$ cat src/hw/booth_mult_config.svh
// sizing macros for the booth multiplier, included by every rtl and testbench file that needs them
`ifndef BOOTH_MULT_CONFIG_SVH
`define BOOTH_MULT_CONFIG_SVH

// operand width in bits, both operands are two's complement
`define BOOTH_WIDTH 32

// one recoding step per multiplier bit
`define BOOTH_ITERS `BOOTH_WIDTH

// shift counter width
// counts 0 to 32, bit 5 set means the run is complete
`define BOOTH_CNT_W 6

// product width, derived from the operand width
`define BOOTH_PROD_W (2 * `BOOTH_WIDTH)

`endif

$ cat src/hw/booth_ctrl_pkg.sv
// sequencer state type of the booth control, imported by the control and its bound checker
`default_nettype none

package booth_ctrl_pkg;

  // states of the add / shift sequencer
  // one iteration is st_add then st_shift
  typedef enum logic [1:0] {
    st_idle   = 2'd0,  // waiting for load
    st_add    = 2'd1,  // apply the recoded op to the upper half
    st_shift  = 2'd2,  // arithmetic shift, count, remember lsb
    st_finish = 2'd3   // single cycle, raises finish
  } ctrl_state_t;

endpackage : booth_ctrl_pkg

`default_nettype wire

$ cat src/hw/booth_op_pkg.sv
// booth recoding opcode type, shared by the control that decodes it and the datapath that applies it
`default_nettype none

package booth_op_pkg;

  // radix-2 booth recoding of the pair {current lsb, previous lsb}
  // 00 and 11 add nothing, 01 adds, 10 subtracts
  typedef enum logic [1:0] {
    op_none = 2'd0,  // pair 00 or 11
    op_add  = 2'd1,  // pair 01, end of a run of ones
    op_sub  = 2'd2   // pair 10, start of a run of ones
  } booth_op_t;

endpackage : booth_op_pkg

`default_nettype wire

$ cat src/hw/booth_control.sv
// booth sequencer, alternates add and shift steps for every multiplier bit and decodes the booth op
`timescale 1ns/100ps
`include "booth_mult_config.svh"
`default_nettype none

module booth_control
  import booth_ctrl_pkg::*;
  import booth_op_pkg::*;
(
  input  wire       doMult,      // system clock
  input  wire       arst_n,      // async reset, active low
  input  wire       load,        // start of a run
  input  wire       prod_lsb,    // accumulator bit 0
  output booth_op_t op,          // valid while add_step
  output logic      add_step,    // high in st_add
  output logic      shift_step,  // high in st_shift
  output logic      finish       // high in st_finish
);

  localparam int unsigned cnt_w = `BOOTH_CNT_W;

  ctrl_state_t      state_q;     // current state
  ctrl_state_t      state_d;     // next state
  logic [cnt_w-1:0] cnt_q;       // completed shifts
  logic [cnt_w-1:0] cnt_inc;     // count after this shift
  logic             prev_lsb_q;  // lsb seen before the last shift

  assign cnt_inc = cnt_q + cnt_w'(1);

  // next state
  always_comb
  begin
    state_d = state_q;
    case (state_q)
      st_idle:
      begin
        if (load)
          state_d = st_add;
      end
      st_add:
        state_d = st_shift;  // every add is followed by one shift
      st_shift:
      begin
        if (cnt_inc[cnt_w-1])
          state_d = st_finish;  // top bit set, all bits recoded
        else
          state_d = st_add;
      end
      st_finish:
        state_d = st_idle;
      default:
        state_d = st_idle;
    endcase
  end

  // state, counter and previous lsb memory
  always_ff @(posedge doMult or negedge arst_n)
  begin
    if (!arst_n)
    begin
      state_q    <= st_idle;
      cnt_q      <= '0;
      prev_lsb_q <= 1'b0;
    end
    else
    begin
      state_q <= state_d;
      if ((state_q == st_idle) && load)
      begin
        cnt_q      <= '0;    // fresh run
        prev_lsb_q <= 1'b0;  // implicit bit right of the multiplier lsb
      end
      else if (state_q == st_shift)
      begin
        cnt_q      <= cnt_inc;
        prev_lsb_q <= prod_lsb;  // bit about to be shifted out
      end
    end
  end

  // recoding table on {current, previous}
  always_comb
  begin
    case ({prod_lsb, prev_lsb_q})
      2'b01:   op = op_add;
      2'b10:   op = op_sub;
      default: op = op_none;  // 00 and 11
    endcase
  end

  assign add_step   = (state_q == st_add);
  assign shift_step = (state_q == st_shift);
  assign finish     = (state_q == st_finish);

endmodule : booth_control

`default_nettype wire

$ cat src/hw/booth_datapath.sv
// booth datapath, product accumulator with add or subtract into the upper half and arithmetic shift
`timescale 1ns/100ps
`include "booth_mult_config.svh"
`default_nettype none

module booth_datapath
  import booth_op_pkg::*;
(
  input  wire                      doMult,      // system clock
  input  wire                      arst_n,      // async reset, active low
  input  wire                      load,        // initialize the accumulator
  input  wire  [`BOOTH_WIDTH-1:0]  mplier,      // multiplier, goes to the lower half
  input  wire  [`BOOTH_WIDTH-1:0]  mcand,       // multiplicand, added to the upper half
  input  booth_op_t                op,          // recoded op for this step
  input  wire                      add_step,    // apply op
  input  wire                      shift_step,  // shift right by one
  output logic                     prod_lsb,    // accumulator bit 0
  output logic [`BOOTH_PROD_W-1:0] acc          // running product
);

  localparam int unsigned w = `BOOTH_WIDTH;

  // one guard bit above the product
  // subtracting the most negative multiplicand would overflow a w-bit upper half
  logic [2*w:0] acc_q;
  logic [w:0]   upper_ext;  // upper half with guard bit
  logic [w:0]   mcand_ext;  // sign extended multiplicand
  logic [w:0]   sum;        // upper half after the op

  assign upper_ext = acc_q[2*w:w];
  assign mcand_ext = {mcand[w-1], mcand};

  always_comb
  begin
    case (op)
      op_add:  sum = upper_ext + mcand_ext;
      op_sub:  sum = upper_ext - mcand_ext;
      default: sum = upper_ext;  // add zero
    endcase
  end

  always_ff @(posedge doMult or negedge arst_n)
  begin
    if (!arst_n)
      acc_q <= '0;
    else if (load)
      acc_q <= {{(w+1){1'b0}}, mplier};  // upper half zero
    else if (add_step)
      acc_q <= {sum, acc_q[w-1:0]};  // lower half untouched
    else if (shift_step)
      acc_q <= {acc_q[2*w], acc_q[2*w:1]};  // sign of the partial sum is kept
  end

  assign prod_lsb = acc_q[0];
  assign acc      = acc_q[2*w-1:0];  // guard bit dropped, product fits in 2w bits

endmodule : booth_datapath

`default_nettype wire

$ cat src/hw/booth_multiplier.sv
// top of the sequential booth multiplier, connects input side, control, datapath and output side
`timescale 1ns/100ps
`include "booth_mult_config.svh"
`default_nettype none

module booth_multiplier
  import booth_op_pkg::*;
(
  input  wire                      doMult,        // system clock
  input  wire                      arst_n,        // async reset, active low
  input  wire                      start,         // start strobe, ignored while busy
  input  wire  [`BOOTH_WIDTH-1:0]  multiplicand,  // signed operand a
  input  wire  [`BOOTH_WIDTH-1:0]  multiplier,    // signed operand b
  output logic                     busy,          // run in progress
  output logic                     done,          // product valid pulse
  output logic [`BOOTH_PROD_W-1:0] product        // signed product
);

  logic                     load;        // run start
  logic [`BOOTH_WIDTH-1:0]  mcand;       // held operands
  logic [`BOOTH_WIDTH-1:0]  mplier;
  booth_op_t                op;          // recoded op
  logic                     add_step;
  logic                     shift_step;
  logic                     finish;      // last shift done
  logic                     prod_lsb;
  logic [`BOOTH_PROD_W-1:0] acc;         // running product

  operand_capture u_capture (
    .doMult       (doMult),
    .arst_n       (arst_n),
    .start        (start),
    .multiplicand (multiplicand),
    .multiplier   (multiplier),
    .finish       (finish),
    .busy         (busy),
    .load         (load),
    .mcand        (mcand),
    .mplier       (mplier)
  );

  booth_control u_control (
    .doMult     (doMult),
    .arst_n     (arst_n),
    .load       (load),
    .prod_lsb   (prod_lsb),
    .op         (op),
    .add_step   (add_step),
    .shift_step (shift_step),
    .finish     (finish)
  );

  booth_datapath u_datapath (
    .doMult     (doMult),
    .arst_n     (arst_n),
    .load       (load),
    .mplier     (mplier),
    .mcand      (mcand),
    .op         (op),
    .add_step   (add_step),
    .shift_step (shift_step),
    .prod_lsb   (prod_lsb),
    .acc        (acc)
  );

  result_output u_output (
    .doMult  (doMult),
    .arst_n  (arst_n),
    .finish  (finish),
    .acc     (acc),
    .product (product),
    .done    (done)
  );

endmodule : booth_multiplier

`default_nettype wire

$ cat src/hw/operand_capture.sv
// input side of the booth multiplier, accepts a start while idle and holds the operands for the run
`timescale 1ns/100ps
`include "booth_mult_config.svh"
`default_nettype none

module operand_capture
(
  input  wire                     doMult,        // system clock
  input  wire                     arst_n,        // async reset, active low
  input  wire                     start,         // request strobe
  input  wire [`BOOTH_WIDTH-1:0]  multiplicand,  // operand a, sampled on accept
  input  wire [`BOOTH_WIDTH-1:0]  multiplier,    // operand b, sampled on accept
  input  wire                     finish,        // end of run from the control
  output logic                    busy,          // a product is in flight
  output logic                    load,          // one cycle after the accepting edge
  output logic [`BOOTH_WIDTH-1:0] mcand,         // held multiplicand
  output logic [`BOOTH_WIDTH-1:0] mplier         // held multiplier
);

  logic accept;  // start seen while idle

  // starts during a run are dropped here and nowhere else
  assign accept = start & ~busy;

  // control flags
  always_ff @(posedge doMult or negedge arst_n)
  begin
    if (!arst_n)
    begin
      busy <= 1'b0;
      load <= 1'b0;
    end
    else
    begin
      load <= accept;  // pulse, accept can only be high for one edge
      if (accept)
        busy <= 1'b1;
      else if (finish)
        busy <= 1'b0;  // drops on the edge that registers the product
    end
  end

  // operand holding registers, only written on accept
  always_ff @(posedge doMult)
  begin
    if (accept)
    begin
      mcand  <= multiplicand;
      mplier <= multiplier;  // stays stable while busy
    end
  end

endmodule : operand_capture

`default_nettype wire

$ cat src/hw/result_output.sv
// output side of the booth multiplier, holds the last product and pulses done with it
`timescale 1ns/100ps
`include "booth_mult_config.svh"
`default_nettype none

module result_output
(
  input  wire                      doMult,   // system clock
  input  wire                      arst_n,   // async reset, active low
  input  wire                      finish,   // run complete, acc is final
  input  wire  [`BOOTH_PROD_W-1:0] acc,      // accumulator from the datapath
  output logic [`BOOTH_PROD_W-1:0] product,  // last finished product
  output logic                     done      // one cycle, aligned with product
);

  // product register
  // kept until the next finish overwrites it
  always_ff @(posedge doMult or negedge arst_n)
  begin
    if (!arst_n)
      product <= '0;
    else if (finish)
      product <= acc;
  end

  // done is finish delayed by one edge
  always_ff @(posedge doMult or negedge arst_n)
  begin
    if (!arst_n)
      done <= 1'b0;
    else
      done <= finish;  // finish lasts one cycle so done does too
  end

endmodule : result_output

`default_nettype wire

$ cat config.mk
export PLATFORM = sky130hd
export DESIGN_NAME = booth_multiplier
export DESIGN_NICKNAME = d
export VERILOG_FILES = /design/src/hw/booth_ctrl_pkg.sv /design/src/hw/booth_op_pkg.sv /design/src/hw/booth_control.sv /design/src/hw/booth_datapath.sv /design/src/hw/booth_multiplier.sv /design/src/hw/operand_capture.sv /design/src/hw/result_output.sv
export VERILOG_INCLUDE_DIRS = /design/src /design/src/hw
export SDC_FILE = /design/constraint.sdc
export NUM_CORES = 1
export LEC_CHECK = 0
export ABC_AREA = 1
export BUFFER_PORTS_ARGS = -buffer_cell sky130_fd_sc_hd__buf_2
export CAP_MARGIN = 20
export CORE_MARGIN = 1.5
export CORE_UTILIZATION = 59
export DETAILED_ROUTE_END_ITERATION = 10
export MAX_ROUTING_LAYER = met4
export PLACE_DENSITY_LB_ADDON = 0.25
export SYNTH_ARGS = -nofsm -noshare
export SYNTH_HDL_FRONTEND = slang
export SYNTH_SLANG_ARGS = --single-unit
$ cat constraint.sdc
create_clock -name doMult -period 3.4 [get_ports doMult]
set_input_delay 0 -clock doMult [delete_from_list [all_inputs] [get_ports doMult]]
set_output_delay 0 -clock doMult [all_outputs]
set_load 0.05 [all_outputs]
; Word-level counts from Yosys, hierarchy flattened
; Cells that the tools add are included.
[totals]
reg_bits = 205
input_bits = 67
out_inout_bits = 66
word_cells = 52
[classes]
add_sub_neg = 3
eq_ne = 10
muxes = 14
n_bitwise = 2
reduce_logical = 11
[ops]
columns = cell, n
row1 = 2-to-1 mux 65 bit, 2
row2 = case mux 33 bit (2 select lines), 1
row3 = 2-to-1 mux 64 bit, 1
row4 = adder 33 bit, 1
row5 = subtractor 33 bit, 1
row6 = 2-to-1 mux 6 bit, 2
row7 = "equality test 2 bit, second input constant", 4
row8 = case mux 2 bit (4 select lines), 1
row9 = nonzero test 2 bit, 4
row10 = "adder 6 x 1 -> 6 bit, second input constant", 1
row11 = "equality test 2 x 1 -> 1 bit, second input constant", 3
row12 = AND reduction 2 bit, 3
row13 = nonzero test 3 bit, 2
row14 = 2-to-1 mux 1 bit, 4
row15 = 2-to-1 mux 2 bit, 2
row16 = "!= test 4 x 1 -> 1 bit, second input constant", 1
row17 = case mux 2 bit (2 select lines), 1
row18 = zero test 2 bit, 1
row19 = "!= test 2 x 1 -> 1 bit, second input constant", 1
row20 = "!= test 2 bit, second input constant", 1
row21 = AND 1 bit, 1
row22 = logical AND 1 bit, 1
row23 = NOT 1 bit, 1

; Logic depth before layout (Yosys ltp)
[depth]
depth_word = 6
ltp_mapped = 25
depth_no_buf = 25

; Cells and area by module
; From an unflattened synthesis, not the netlist that was laid out.
[hier_totals]
hier_cells = 1474
hier_area_um2 = 11592.4
[by_module_without_submodules]
columns = mod, n_inst, cells_per_inst, area_each_um2, seq_area_each_um2
row1 = booth_datapath, 1, 1077, 6686.4, 1626.6
row2 = result_output, 1, 271, 2471.1, 1626.6
row3 = operand_capture, 1, 72, 1999.4, 1971.9
row4 = booth_control, 1, 54, 435.4, 225.2

; Worst setup path after synthesis
; Ideal clock, no wire load.
[synth_timing]
path_kind = register to register
start = reg u_capture.mcand[0]
end = reg u_datapath.acc_q[63]
setup_ns = 0.117
arrival_time_ns = 2.725
required_time_ns = 3.283
setup_slack_ns = 0.559
path_stages_with_launch = 22
path_buffers = 0
synth_period_minus_slack_ns = 2.841
path_cell_list = edfxtp_1 -> inv_1 -> ha_1 -> nand2_1 -> nor2_1 -> nand2_1 -> nor2_1 -> nand3_1 -> nand2_1 -> o21ai_1 -> o21ai_0 -> nand2_1 -> ha_1 -> nand2_1 -> nor2_1 -> nand2_1 -> nor4_1 -> nand2_1 -> nand3_1 -> nand3_1 -> nand2_1 -> nand2_1
[synth_between]
elab_chain_cells = 4
elab_cells_between_ends = 5
cone_classes = add/sub: 2 / mux: 3
[synth_lines]
columns = element, line
row1 = from (decl), operand_capture.sv:16  ; output logic [`BOOTH_WIDTH-1:0] mcand,
row2 = from (signal assigned), operand_capture.sv:48  ; mcand <= multiplicand;
row3 = subtractor 33 bit / adder 33 bit (equally long branches), "booth_datapath.sv:37, booth_datapath.sv:36"
row4 = case mux 33 bit (2 select lines) *, booth_datapath.sv:35  ; case (op)
row5 = 2-to-1 mux 65 bit *, booth_datapath.sv:48  ; else if (add_step)
row6 = 2-to-1 mux 65 bit *, booth_datapath.sv:46  ; else if (load)
row7 = to (signal assigned), booth_datapath.sv:47  ; acc_q <= {{(w+1){1'b0}}, mplier};
row8 = to (signal assigned), booth_datapath.sv:49  ; acc_q <= {sum, acc_q[w-1:0]};
row9 = to (signal assigned), booth_datapath.sv:51  ; acc_q <= {acc_q[2*w], acc_q[2*w:1]};
row10 = to (decl), booth_datapath.sv:25  ; logic [2*w:0] acc_q;
; Mark *: on every way between the ends. The rest lies on a longest branch, timed or not. The select of a mux whose other input is x is not followed.
; A chain may end at the register's enable or synchronous reset.

; Worst setup path in the final report
[layout_timing]
start = reg u_capture.mcand[1]
end = reg u_datapath.acc_q[63]
; Same word-level chain as after synthesis.

==> results.md <==
- WS Path Type: reg -> reg
- Final Power: 5.28 mW
- Critical Path Sink Type: flop
- CP startpoint kind: flop
- Seq cells post-synth: 205
- Input/output buffers: 132
- Met1 Use GR: 37.6%
- Failing checks: design-rule violations
- Reg-to-Reg Start: u_capture.mcand[1]$_DFFE_PP_
- Final Util: 74.8%
- Final Slew Violations: 0
- Ys flop type: dfrtp_1
- Initial Util: 60.8%
- Die ar.: 0.0195 mm^2
- Crit path buffers/inverters: 1
- FF-to-FF path depth: 21
- Max cap viols: 0
- Largest net degree at the start of global routing: 97
- Leak: 7.06 nW
- Cells after Synth: 1426
- Share of cells above drive strength 1: 13.5%
- Worst-Margin Slew: 0.946 ns
- CTS Root Cell: clkbuf_16
- Final nets: 1728
- Number of routed nets with antenna violations: 0
- Netlist cell types: 41
- Min cycle time layout: 3.22 ns
- First-pass GRT wire length: 47200 um
- Initial antenna violation count: 1
- Grt ovf: 0
- Die width: 140 um
- Number of global-route vias before repair: 9829
- Yosys warnings: 0
- Drt total wl: 29200 um
- Worst Setup EP: u_datapath.acc_q[63]$_DFFE_PN0P_
- # clock sinks: 205
- GRT busiest layer: met2
- Clock Skew: 0.00852 ns
- DRC: 5
- Detailed placement HPWL: 19100 um
- Worst path cell trace: inv_1, ha_1, nand2_1, nor2_2, nand2_1, nor2_2, nand3_2, nand2_2, o21ai_0, xnor2_1, ha_1, a21oi_1, nand2_1, nand2_1, nand2_1, a21oi_1, nand2_1, nand2_1, nand3_1, nand2_1, nand2_1
- EDFF count, synth: 64
- GPL Wtd Cong: 0.973
- Core area: 0.0181 mm^2
- GR Util met2: 52.5%
- Max FO, Critical Path: 5
- Share of synthesized registers carrying an async set or reset: 68.8%
- Slowest-stage cell, CP: edfxtp_1
- CTS tree: yes
- # IOs: 133
- Clock latency at the later pin of the worst-skew pair: 0.50 ns
- CP Depth: 21
- Peak supply drop: 0.416 mV
- Setup TNS: 0 ns
- First drt pass iteration count: 8
- Commonest non-fill, non-tap cell in the layout: nand2_1
- Worst path max stage delay: 0.40 ns
- Longest Clk Path Bufs: 3
- Area of the mapped netlist: 0.0110 mm^2
- Hold WC Path Type: in -> async
- Sequential area share after synthesis: 49.4%
- Num CTS Buffers: 22
- Post-DP Area: 0.0120 mm^2
- Row count: 49
- Worst reg2reg path endpoint: u_datapath.acc_q[63]$_DFFE_PN0P_
- Syn nets: 1530
- Final hold violations: 0
- Worst rel slew slack: 36.9%
- Vias: 10100
- Critical path data required time: 3.79 ns
- CP startpoint: u_capture.mcand[1]$_DFFE_PP_
- Commonest cells after routing, fill and taps aside: 519 x nand2_1, 197 x inv_1, 141 x dfrtp_1, 131 x buf_2, 112 x nand3_1
- Avg WL per Cell: 15.6 um
- Outcome: finished, violations left
- Die height: 140 um
- Crit path DAT: 3.60 ns
- Area growth from synthesis to layout: 22.9%
- Via/cell ratio: 5.38
- CP delay by family, top: simple AND/OR/NAND/NOR gates
- Setup violations, final: 0
- Crit share post-route: 94.6%
- Reg-to-reg setup timing slack: 0.18 ns
- Syn Area/Cell: 7.74 um^2
- Post-Layout Inst Area: 0.0136 mm^2
- Fmax: 0.311 GHz
- Drt initial violations: 672
- H-tree levels: 1
- RSZ-0062 raised after global routing: true
- Most used cell, CP: nand2_1
- P per Cell Area: 389 mW/mm^2
- Global Route Usage Sum: 31.2%
- GRT met3 Usage: 4.75%
- Clock transition at the registers of the reported paths: 0.06 ns
[report_power, final]
group          internal [mW]  switching [mW]
logic                 0.0789          0.0595
registers               2.55               0
clock network           1.63           0.961
total                   4.26            1.02
[cells in the mapped netlist, types with 3 or more instances]
| cell type | n | area, um^2 |
|---|---|---|
| xor2_1 | 23 | 201 |
| nand3_1 | 113 | 566 |
| nand3b_1 | 4 | 30.0 |
| nand4_1 | 3 | 18.8 |
| buf_1 | 4 | 15.0 |
| xnor2_1 | 15 | 131 |
| o21ai_1 | 17 | 85.1 |
| inv_2 | 5 | 18.8 |
| o21ai_0 | 56 | 280 |
| ha_1 | 36 | 450 |
| nor4_1 | 5 | 31.3 |
| clkbuf_1 | 34 | 128 |
| o22ai_1 | 4 | 25.0 |
| a21oi_1 | 57 | 285 |
| dfrtp_1 | 141 | 3530 |
| nor2_1 | 77 | 289 |
| edfxtp_1 | 64 | 1920 |
| nor3_1 | 15 | 75.1 |
| inv_1 | 198 | 743 |
| nand2_1 | 524 | 1970 |
[logic make-up after synthesis]
family / after synthesis / synth area share, %
compound gates: 151 / 7.38
xor+xnor: 38 / 3.01
fa+ha+maj: 37 / 4.26
buf+inv: 245 / 8.39
flops: 205 / 49.4
simple gates: 750 / 27.6
[layer usage]
metal / routed length, um / vias to the layer above
met2: 14200 / 410
met1: 11900 / 4656
met3: 1880 / 94
met4: 1220 / 0
li1: - / 4901
met5: 0 / -
[worst register-to-register path, delay by kind of cell, from the launching register on]
kind / cells / cell delay, ns
AOI/OAI and AO/OA: 3 / 0.61
adders and majority gates: 2 / 0.53
DFF: 1 / 0.40
buffers and inverters: 1 / 0.09
xor gates and xnor gates: 1 / 0.17
and+or+nand+nor: 14 / 1.32
[timing repair]
item / 4_1_cts / 5_1_grt
buffers inserted: 0 / 1
endpoints found under the hold margin: 150 / 0
resized for setup: 0 / 22
hold buffers: 66 / 0
endpoints found under the setup margin: 0 / 13
[worst min-delay path by stage]
stage | slack, ns | to | depth (start not counted) | from
finish | 0.16 | u_output.product[40]$_DFFE_PN0P_ | 2 | arst_n
global route | 0.20 | u_capture.mplier[7]$_DFFE_PP_ | 2 | multiplier[7]
CTS | 0.18 | u_output.product[40]$_DFFE_PN0P_ | 2 | arst_n
detailed placement | 0.14 | u_output.product[40]$_DFFE_PN0P_ | 1 | arst_n
global placement | 0.13 | u_output.product[40]$_DFFE_PN0P_ | 1 | arst_n
floorplan | -0.30 | u_capture.busy$_DFFE_PN0P_ | 0 | arst_n
[layout make-up]
class | instances | area, um^2
diodes | 1 | 2.50
clock buffers | 32 | 689
multi-input cells | 976 | 4750
repair buffers | 215 | 1500
inverters | 204 | 766
fillers | 1328 | 4580
flip-flops and latches | 205 | 5450
clock inverters | 8 | 123
well taps | 229 | 287
[state kept, by name (all words and copies together), names as in the netlist]
register and count:
u_capture.busy 1, u_capture.load 1, u_capture.mcand 32, u_capture.mplier 32
u_control.cnt_q 6, u_control.prev_lsb_q 1, u_control.state_q 2, u_datapath.acc_q 65
u_output.done 1, u_output.product 64
[per-stage QoR]
stage	hold slack, ns	std cells	setup slack [ns]
after floorplan	-0.296	1426	0.559
after global placement	0.130	1760	0.218
after detailed placement	0.135	1760	0.125
after CTS	0.177	1866	0.133
after global routing	0.200	1870	-0.0419
final	0.155	1870	0.185
No activity file was read; power rests on OpenSTA's default activity.
